File: config.mk
export PLATFORM = sky130hd
export DESIGN_NAME = keypad_lock_top
export DESIGN_NICKNAME = d
export VERILOG_FILES = /design/src/rtl/lock_pkg.sv /design/src/rtl/key_decoder.sv /design/src/rtl/code_entry.sv /design/src/rtl/lock_fsm.sv /design/src/rtl/tone_timer.sv /design/src/rtl/keypad_lock_top.sv
export SDC_FILE = /design/constraint.sdc
export NUM_CORES = 1
export LEC_CHECK = 0
export BUFFER_PORTS_ARGS = -buffer_cell sky130_fd_sc_hd__buf_2
export CAP_MARGIN = 20
export CORE_MARGIN = 2
export CORE_UTILIZATION = 45
export DETAILED_ROUTE_END_ITERATION = 12
export GPL_TIMING_DRIVEN = 0
export PLACE_DENSITY = 0.61
export SYNTH_ARGS = -nofsm -noshare
export SYNTH_HDL_FRONTEND = slang
export SYNTH_SLANG_ARGS = --single-unit
File: constraint.sdc
create_clock -name clk -period 5.5 [get_ports clk]
set_input_delay 0.825 -clock clk [delete_from_list [all_inputs] [get_ports clk]]
set_output_delay 0.825 -clock clk [all_outputs]
set_load 0.01 [all_outputs]
File: src/rtl/lock_pkg.sv
`default_nettype none

package lock_pkg;

    typedef logic [3:0]  digit_t;    // bcd digit, F shows blank
    typedef logic [11:0] display_t;  // nibble 0 is the newest digit
    typedef logic [2:0]  tries_t;
    typedef logic [31:0] cycle_t;    // tone timing in clock cycles

    typedef enum logic [1:0] {
        key_digit,
        key_enter,
        key_clear,
        key_master_clear
    } key_kind_e;

    typedef struct packed {
        logic      valid;
        key_kind_e kind;
        digit_t    digit;  // only meaningful for key_digit
    } key_event_t;

    typedef enum logic [1:0] {
        tone_digit,
        tone_success,
        tone_fail
    } tone_e;

    typedef struct packed {
        logic  start;  // one-cycle strobe, restarts a running burst
        tone_e kind;
    } tone_req_t;

    typedef enum logic [1:0] {
        st_entry,
        st_open,
        st_lockout
    } lock_state_e;

    localparam display_t disp_blank   = 12'hFFF;
    localparam display_t disp_open    = 12'hBCC;
    localparam display_t disp_lockout = 12'h000;

endpackage

`default_nettype wire

File: src/rtl/key_decoder.sv
`timescale 1ns/1ps
`default_nettype none

module key_decoder (
    input  wire logic                clk,
    input  wire logic                rst,
    input  wire logic [15:0]         onehot,
    output lock_pkg::key_event_t     key
);
    import lock_pkg::*;

    logic [15:0] onehot_q;  // current sample
    logic [15:0] prev_q;    // sample before it
    key_event_t  key_next;

    always_ff @(posedge clk) begin
        if (rst) begin
            onehot_q <= '0;
            prev_q   <= '0;
        end else begin
            onehot_q <= onehot;
            prev_q   <= onehot_q;
        end
    end

    // map the sampled lines to an event, unmapped or multi-hot gives none
    always_comb begin
        key_next.valid = 1'b1;
        key_next.kind  = key_digit;
        key_next.digit = 4'hF;
        case (onehot_q)
            16'h0008: key_next.digit = 4'd0;
            16'h0080: key_next.digit = 4'd1;
            16'h0040: key_next.digit = 4'd2;
            16'h0020: key_next.digit = 4'd3;
            16'h0800: key_next.digit = 4'd4;
            16'h0400: key_next.digit = 4'd5;
            16'h0200: key_next.digit = 4'd6;
            16'h8000: key_next.digit = 4'd7;
            16'h4000: key_next.digit = 4'd8;
            16'h2000: key_next.digit = 4'd9;
            16'h0001: key_next.kind  = key_enter;
            16'h1000: key_next.kind  = key_clear;
            16'h0100: key_next.kind  = key_master_clear;
            default:  key_next.valid = 1'b0;
        endcase
        if (onehot_q == prev_q) begin
            key_next.valid = 1'b0;  // held key, no repeat
        end
    end

    always_ff @(posedge clk) begin
        if (rst) begin
            key <= '0;
        end else begin
            key <= key_next;
        end
    end

endmodule

`default_nettype wire

File: src/rtl/code_entry.sv
`timescale 1ns/1ps
`default_nettype none

module code_entry (
    input  wire logic                clk,
    input  wire logic                rst,
    input  wire logic                shift_in,
    input  wire lock_pkg::digit_t    digit,
    input  wire logic                clear,
    input  wire logic                load_open,
    input  wire logic                load_lockout,
    output lock_pkg::display_t       entry,
    output logic                     full
);
    import lock_pkg::*;

    logic [1:0] count;  // digits held, saturates at 3

    always_ff @(posedge clk) begin
        if (rst) begin
            entry <= disp_blank;
            count <= 2'd0;
        end else if (load_lockout) begin
            entry <= disp_lockout;
            count <= 2'd0;
        end else if (load_open) begin
            entry <= disp_open;
            count <= 2'd0;
        end else if (clear) begin
            entry <= disp_blank;
            count <= 2'd0;
        end else if (shift_in && count != 2'd3) begin
            entry <= {entry[7:0], digit};  // newest digit lands in nibble 0
            count <= count + 2'd1;
        end
    end

    assign full = (count == 2'd3);

endmodule

`default_nettype wire

File: src/rtl/lock_fsm.sv
`timescale 1ns/1ps
`default_nettype none

module lock_fsm #(
    parameter lock_pkg::display_t lock_code = 12'h246,
    parameter lock_pkg::tries_t   max_tries = 3'd6
) (
    input  wire logic                    clk,
    input  wire logic                    rst,
    input  wire lock_pkg::key_event_t    key,
    input  wire lock_pkg::display_t      entry,
    input  wire logic                    full,
    output logic                         shift_in,
    output lock_pkg::digit_t             digit,
    output logic                         clear,
    output logic                         load_open,
    output logic                         load_lockout,
    output lock_pkg::tone_req_t          tone,
    output lock_pkg::tries_t             tries,
    output logic                         unlocked
);
    import lock_pkg::*;

    lock_state_e state;
    lock_state_e state_next;
    tries_t      tries_next;
    tries_t      tries_inc;
    tone_req_t   tone_next;

    assign tries_inc = tries + 3'd1;
    assign digit     = key.digit;

    always_comb begin
        state_next     = state;
        tries_next     = tries;
        tone_next      = '0;
        shift_in       = 1'b0;
        clear          = 1'b0;
        load_open      = 1'b0;
        load_lockout   = 1'b0;
        if (key.valid) begin
            if (key.kind == key_master_clear) begin
                // acts from every state, including lockout
                tries_next = '0;
                clear      = 1'b1;
                state_next = st_entry;
            end else begin
                case (state)
                    st_entry: begin
                        case (key.kind)
                            key_digit: begin
                                shift_in       = 1'b1;
                                tone_next.start = 1'b1;
                                tone_next.kind  = tone_digit;
                            end
                            key_enter: begin
                                if (full && entry == lock_code) begin
                                    load_open       = 1'b1;
                                    state_next      = st_open;
                                    tone_next.start = 1'b1;
                                    tone_next.kind  = tone_success;
                                end else if (full) begin
                                    tries_next      = tries_inc;
                                    tone_next.start = 1'b1;
                                    tone_next.kind  = tone_fail;
                                    if (tries_inc >= max_tries) begin
                                        load_lockout = 1'b1;  // show 000
                                        state_next   = st_lockout;
                                    end else begin
                                        clear = 1'b1;
                                    end
                                end
                            end
                            key_clear: clear = 1'b1;
                            default: ;
                        endcase
                    end
                    st_open: begin
                        if (key.kind == key_clear) begin
                            clear      = 1'b1;
                            state_next = st_entry;
                        end
                    end
                    default: ;  // lockout waits for master clear
                endcase
            end
        end
    end

    always_ff @(posedge clk) begin
        if (rst) begin
            state <= st_entry;
            tries <= '0;
            tone  <= '0;
        end else begin
            state <= state_next;
            tries <= tries_next;
            tone  <= tone_next;
        end
    end

    assign unlocked = (state == st_open);

endmodule

`default_nettype wire

File: src/rtl/tone_timer.sv
`timescale 1ns/1ps
`default_nettype none

module tone_timer #(
    parameter lock_pkg::cycle_t digit_half   = 32'd50000,
    parameter lock_pkg::cycle_t success_half = 32'd25000,
    parameter lock_pkg::cycle_t fail_half    = 32'd100000,
    parameter lock_pkg::cycle_t digit_len    = 32'd10000000,
    parameter lock_pkg::cycle_t success_len  = 32'd30000000,
    parameter lock_pkg::cycle_t fail_len     = 32'd30000000
) (
    input  wire logic                  clk,
    input  wire logic                  rst,
    input  wire lock_pkg::tone_req_t   tone,
    output logic                       buzzer
);
    import lock_pkg::*;

    // silent window of the fail tone
    localparam cycle_t fail_lo = fail_len / 3;
    localparam cycle_t fail_hi = fail_len - fail_lo;

    logic   active;
    logic   wave;       // square wave before muting
    tone_e  kind_q;
    cycle_t burst_cnt;  // cycles since start
    cycle_t half_cnt;   // cycles since last toggle
    cycle_t half_sel;
    cycle_t len_sel;
    logic   mute;

    always_comb begin
        case (kind_q)
            tone_success: begin
                half_sel = success_half;
                len_sel  = success_len;
            end
            tone_fail: begin
                half_sel = fail_half;
                len_sel  = fail_len;
            end
            default: begin
                half_sel = digit_half;
                len_sel  = digit_len;
            end
        endcase
    end

    always_ff @(posedge clk) begin
        if (rst) begin
            active    <= 1'b0;
            wave      <= 1'b0;
            kind_q    <= tone_digit;
            burst_cnt <= '0;
            half_cnt  <= '0;
        end else if (tone.start) begin
            active    <= 1'b1;  // restart even if a burst is running
            wave      <= 1'b1;
            kind_q    <= tone.kind;
            burst_cnt <= '0;
            half_cnt  <= '0;
        end else if (active) begin
            burst_cnt <= burst_cnt + cycle_t'(1);
            if (half_cnt + cycle_t'(1) >= half_sel) begin
                wave     <= ~wave;
                half_cnt <= '0;
            end else begin
                half_cnt <= half_cnt + cycle_t'(1);
            end
            if (burst_cnt + cycle_t'(1) >= len_sel) begin
                active <= 1'b0;  // end of burst, force low
                wave   <= 1'b0;
            end
        end
    end

    assign mute   = (kind_q == tone_fail) && (burst_cnt >= fail_lo) && (burst_cnt < fail_hi);
    assign buzzer = wave & ~mute;

endmodule

`default_nettype wire

File: src/rtl/keypad_lock_top.sv
`timescale 1ns/1ps
`default_nettype none

module keypad_lock_top #(
    parameter lock_pkg::display_t lock_code    = 12'h246,
    parameter lock_pkg::tries_t   max_tries    = 3'd6,
    parameter lock_pkg::cycle_t   digit_half   = 32'd50000,
    parameter lock_pkg::cycle_t   success_half = 32'd25000,
    parameter lock_pkg::cycle_t   fail_half    = 32'd100000,
    parameter lock_pkg::cycle_t   digit_len    = 32'd10000000,
    parameter lock_pkg::cycle_t   success_len  = 32'd30000000,
    parameter lock_pkg::cycle_t   fail_len     = 32'd30000000
) (
    input  wire logic                clk,
    input  wire logic                rst,
    input  wire logic [15:0]         onehot,
    output lock_pkg::display_t       display,
    output lock_pkg::tries_t         tries,
    output logic                     unlocked,
    output logic                     buzzer
);
    import lock_pkg::*;

    key_event_t key;
    tone_req_t  tone;
    digit_t     digit;
    logic       shift_in;
    logic       clear;
    logic       load_open;
    logic       load_lockout;
    logic       full;

    key_decoder u_key_decoder (
        .clk    (clk),
        .rst    (rst),
        .onehot (onehot),
        .key    (key)
    );

    code_entry u_code_entry (
        .clk          (clk),
        .rst          (rst),
        .shift_in     (shift_in),
        .digit        (digit),
        .clear        (clear),
        .load_open    (load_open),
        .load_lockout (load_lockout),
        .entry        (display),  // entry register drives the display directly
        .full         (full)
    );

    lock_fsm #(
        .lock_code (lock_code),
        .max_tries (max_tries)
    ) u_lock_fsm (
        .clk          (clk),
        .rst          (rst),
        .key          (key),
        .entry        (display),
        .full         (full),
        .shift_in     (shift_in),
        .digit        (digit),
        .clear        (clear),
        .load_open    (load_open),
        .load_lockout (load_lockout),
        .tone         (tone),
        .tries        (tries),
        .unlocked     (unlocked)
    );

    tone_timer #(
        .digit_half   (digit_half),
        .success_half (success_half),
        .fail_half    (fail_half),
        .digit_len    (digit_len),
        .success_len  (success_len),
        .fail_len     (fail_len)
    ) u_tone_timer (
        .clk    (clk),
        .rst    (rst),
        .tone   (tone),
        .buzzer (buzzer)
    );

endmodule

`default_nettype wire

---- Word-level counts from Yosys, hierarchy flattened ----
Cells that the tools add are included.
word-level totals
  input bits .............................. 18
  output and inout bits ................... 17
  logic and storage cells ................. 136
  register bits ........................... 129
operators by class
  bitwise operators ....................... 5
  $lt $le $gt $ge ......................... 5
  reduce and logical (&&, ||, !) cells .... 22
  multiplexer cells ....................... 56
  add/sub/neg operators ................... 4
  equality and inequality tests ........... 28
operators by type and width
  kind                     number
  $add A32 B1 Y32 const B  2
  $mux W12                 4
  $pmux W4 S10             1
  $pmux W17 S2             1
  $ge A32 B17 Y1           1
  $ge A32 B24 Y1 const B   1
  $ge A32 B25 Y1           1
  $lt A32 B25 Y1 const B   1
  $mux W32                 1
  $mux W1                  30
  $mux W25                 1
  $mux W3                  7
  $eq A16 B1 Y1 const B    1
  $eq A16 B10 Y1 const B   1
  $eq A16 B11 Y1 const B   1
  $eq A16 B12 Y1 const B   1
  $eq A16 B13 Y1 const B   1
  $eq A16 B14 Y1 const B   1
  $eq A16 B15 Y1 const B   1
  $eq A16 B16 Y1           1
  $eq A16 B16 Y1 const B   1
  $eq A16 B4 Y1 const B    1
  $eq A16 B6 Y1 const B    1
  $eq A16 B7 Y1 const B    1
  30 further kinds         57

---- Logic depth before layout (Yosys ltp) ----
  depth in word-level cells ............... 12
  gate-level depth with buffers ........... 15
  depth with buffers taken out ............ 14

---- Hierarchy ----
From an unflattened synthesis, not the netlist that was laid out.
second synthesis, totals
  cell total of the unflattened synthesis .. 837
  area total of the unflattened synthesis .. 7,255.7 µm²
modules (own cells, without submodules)
  module       cells an instance  instances  seq. area each (µm²)  area each (µm²)
  tone_timer   542                1          1,361.3               4,470.5
  key_decoder  163                1          780.7                 1,586.5
  code_entry   67                 1          280.3                 601.8
  lock_fsm     65                 1          160.2                 596.8

---- Worst setup path after synthesis ----
OpenSTA, ideal clock, no wires.
  kind .................................... register -> register
  start ................................... reg u_tone_timer.half_cnt[0]
  end ..................................... reg u_tone_timer.half_cnt[16]
  path slack .............................. 2.106 ns
  data arrival time ....................... 3.320 ns
  cell stages (with the launch flop) ...... 16
  setup time .............................. 0.074 ns
  path buffers ............................ 1
  required time ........................... 5.426 ns
  period minus slack after synthesis ...... 3.394 ns
  cells stage by stage .................... dfxtp_1 -> ha_1 -> nand4_1 -> or3_1 -> nor2_1 -> xor2_1 -> ha_1 -> a21o_1 -> a21o_1 -> a21oi_1 -> o41a_1 -> nand4_1 -> nor4_4 -> buf_4 -> nand4b_1 -> a31oi_1
on the way
  longest elaborated chain between the ends .. 3
RTL lines
  what                      RTL line                            RTL
  start: declaration        tone_timer.sv:27                    cycle_t half_cnt;
  start signal: assignment  tone_timer.sv:68                    half_cnt <= half_cnt + cycle_t'(1);
  $add A32 B1 Y32 (*)       tone_timer.sv:64, tone_timer.sv:68
  $ge A32 B17 Y1            tone_timer.sv:64                    if (half_cnt + cycle_t'(1) >= half_sel) begin
  $mux W32 (*)              tone_timer.sv:64
Every way passes the cells marked *; elsewhere a longest branch is shown, timed or not.
A chain may end at the register's enable or synchronous reset.

---- Worst setup path in the final report ----
  start ................................... reg u_tone_timer.kind_q[0]
  end ..................................... reg u_tone_timer.half_cnt[16]
on the way
  longest elaborated chain between the ends .. 4
  elaborated cells between the ends (all ways) .. 5
  classes of those cells .................. 1 x order compare; 2 x eq/ne; 2 x mux
RTL lines
  what                                          RTL line          RTL
  start: declaration                            tone_timer.sv:25  tone_e kind_q;
  start signal: assignment                      tone_timer.sv:53  kind_q <= tone_digit;
  start signal: assignment                      tone_timer.sv:59  kind_q <= tone.kind;
  $eq A2 B2 Y1 or $eq A2 B1 Y1 (tied branches)  tone_timer.sv:33  case (kind_q)
  $pmux W17 S2 (*)                              tone_timer.sv:33
  $ge A32 B17 Y1 (*)                            tone_timer.sv:64
  $mux W32 (*)                                  tone_timer.sv:64
Marks and branches as above.

==> flow_summary.ini <==
[run_status]
outcome = complete, no violations

[drt]
detail-route-antenna-nets = 0
vias_per_cell = 5.36
drc = 0
drt-pass1-iter-count = 5
number_of_vias_in_the_routed_layout = 5966
drt_iter0_drc = 302
wirelength_mm = 15.8
avgRoutedWirePerCell_um = 14.2

[cts]
tritoncts_num_sinks = 129
number_of_hold_repair_buffers_added_at_the_cts_stage = 0
cts.root.buffer_cell = clkbuf_16
tritoncts_clock_tree = built
clock_slew_at_the_register_clock_pins_of_the_worst_setup_and_hold_paths_ns = 0.06
insertion_delay_ns = 0.42
ctsHtreeMaxLevel = 4
cts_setup_buffers = 0
numCtsBuffers = 17
cts.path.max_buffers = 2
cts-resized-gates = 0

[die]
start_util = 0.461
dieWidth_um = 129
num_rows = 45
placeableCoreArea_sq_um = 15300
dieArea_sq_um = 16600
io-pin-count = 35
dieHeight_um = 129

[placement]
place.detailed.hpwl_mm = 11.5
port_buffers = 34
gp_congestion = 0.856
preCtsSetupSlack_ns = 1.44

[layout]
final_layout_size_suffix_gt1_frac = 0.108
areaGrowthSynthToFinish_pct = 14.9
fillerInstances = 1458
layout.core_utilization = 0.529
antenna-diode-count = 0
final_net_count = 941

[timing]
setup_repair_after_global_routing_missed_its_margin = no
final_hold_slack_ns = 0.477
postLayoutSetupSlackWorst_ns = 1.46
relSlewSlack = 0.548
timing.final.crit_share = 0.735
finalCriticalPeriod_ns = 4.04
setup_viol_count_final = 0
fin_setup_tns_ns = 0
finalHoldViolations = 0
max_freq_mhz = 247
clock_skew_after_layout_ns = 0.00792
timing_worst_slew_pin_value_ns = 0.661
final_count_of_pins_violating_max_slew = 0

[yosys]
synth_ff_type = dfxtp_1
synthDominantCellAreaShare = 0.367
synth_area_leaders = dfxtp_1, xnor2_1, ha_1
syn_inst_count = 834
async_flop_share = 0
synth_seq_area_share = 0.367
count_of_different_cell_masters_after_synthesis = 66
yosysWarningCount = 0
synth_area_leader_cell = dfxtp_1
synthesis.area_sq_um = 7030
synth_edf_count = 0
synthesis.area_per_instance_sq_um = 8.43
mappedNetlistNets = 886
postSynthRegisterBits = 129

[global_routing]
grt_start_max_net_pins = 17
grt_util_all_layers = 0.204
global_route.overflow_total = 0
vias_in_the_first_global_route = 5600
antenna_found_initial = 0
grt_pass1_wl_mm = 27.3

[worst_setup_path]
worstPathRequired_ns = 5.84
critical_path_class = register to register
worstPathMaxFanout = 10
setup.worst_path.end_class = register
critical_path_arrival_ns = 4.38
timing.reg2reg.worst_path_depth = 13
start_kind = register

[job]
max_cap_viol_count = 0

[power_and_ir_drop]
p_leak_nw = 3.00
power_density_nw_per_um2 = 276
ir_drop_uv = 219

[min_path]
hold_depth = 2
hp-class = register to register
flip-flops by register name, indices dropped and copies added, names as in the netlist, 3 cells and up:
signal,count
u_tone_timer.burst_cnt,32
u_tone_timer.half_cnt,32
u_key_decoder.onehot_q,16
u_key_decoder.prev_q,16
u_code_entry.entry,12
u_key_decoder.key,7
u_lock_fsm.tone,3
u_lock_fsm.tries,3
critical path, cell delays in order (launching register included):
cell	delay (ns)
dfxtp_1	0.38
inv_1	0.08
ha_1	0.55
inv_1	0.25
ha_1	0.33
a21boi_0	0.12
o211a_1	0.20
a2111oi_0	0.59
o41a_1	0.21
nand4_1	0.14
nor4_4	0.53
buf_4	0.28
nand4b_1	0.11
a31oi_1	0.19
worst paths after layout:
kind | from | endpoint | slack [ns]
setup / recovery | u_tone_timer.kind_q[0] | u_tone_timer.half_cnt[16] | 1.46
hold / removal | u_lock_fsm.tone[0] | u_tone_timer.kind_q[0] | 0.48
setup reg to reg | u_tone_timer.kind_q[0] | u_tone_timer.half_cnt[16] | 1.46
hold reg to reg | u_lock_fsm.tone[0] | u_tone_timer.kind_q[0] | 0.48
power breakdown:
| part | total [W] | leakage (nW) | internal [W] | switching, W |
|---|---|---|---|---|
| Clock | 0.00115 | 0.287 | 0.000692 | 0.000453 |
| Combinational | 0.000109 | 1.66 | 0.0000473 | 0.0000620 |
| Sequential | 0.000974 | 1.05 | 0.000956 | 0.0000183 |
| Total | 0.00223 | 3.00 | 0.00169 | 0.000533 |
cells by family after synthesis:
family / share of synthesized area
buffers and inverters: 0.0415
flip-flops: 0.367
multiplexers: 0.00712
AO/OA/AOI/OAI: 0.120
AND/OR/NAND/NOR: 0.290
adder cells (fa/ha/maj): 0.0605
XOR/XNOR: 0.113
placed cells by master (no fill, tap or decap), drive strengths merged, types with 8 or more instances in the layout:
cell type and n:
a31oi 13, nand3 54, clkbuf 59, nor4 14
buf 45, nand4 27, xor2 33, and3 8
nor2 82, nor2b 35, nor3 31, inv 31
dfxtp 129, nand2 59, or3 15, o21ai 26
ha 34, a211o 10, a21oi 34, and2 18
xnor2 58
stage by stage:
step	cell area, sq um	power [W]	cells
6_report	8080	0.00223	1113
5_1_grt	8080	0.00232	1113
4_1_cts	8070	0.00226	1111
3_5_place_dp	7460	0.00110	1079
3_3_place_gp	7460	0.00110	1079
2_1_floorplan	7030	0.00107	834
layout make-up:
type | instances | area, sq um | share of cell area
plain buffers | 50 | 205 | 0.0254
clock buffers | 18 | 439 | 0.0544
clock inverters | 14 | 164 | 0.0203
inverters | 23 | 86.3 | 0.0107
multi-input cells | 632 | 4160 | 0.514
flip-flops and latches | 129 | 2580 | 0.320
well taps | 211 | 264 | 0.0327
repair buffers | 36 | 180 | 0.0223
Yosys cell counts (all sizes together) (4+ instances only):
cell     count
a2111oi      5
nand4b       5
mux2i        5
and4         7
nor2        82
and3         8
a21o         7
nand3b       6
nand3       54
nor4        14
nor3        31
clkbuf      39
dfxtp      129
inv         23
nand2       59
buf         11
a31oi       13
and2        18
o31ai        4
ha          34
nand4       27
or4          5
xnor2       58
or3         15
a21oi       34
a211o       10
xor2        33
a221o        5
nor2b       35
o21ai       26
layer usage:
metal  share of wire  global-route usage  vias to the layer above
li1                -                   -                     3050
met1            0.47               0.266                     2783
met2            0.47               0.335                      113
met3           0.040              0.0453                       20
met4           0.016              0.0710                        0
met5               0                   0                        -
No activity file was read; power rests on OpenSTA's default activity.
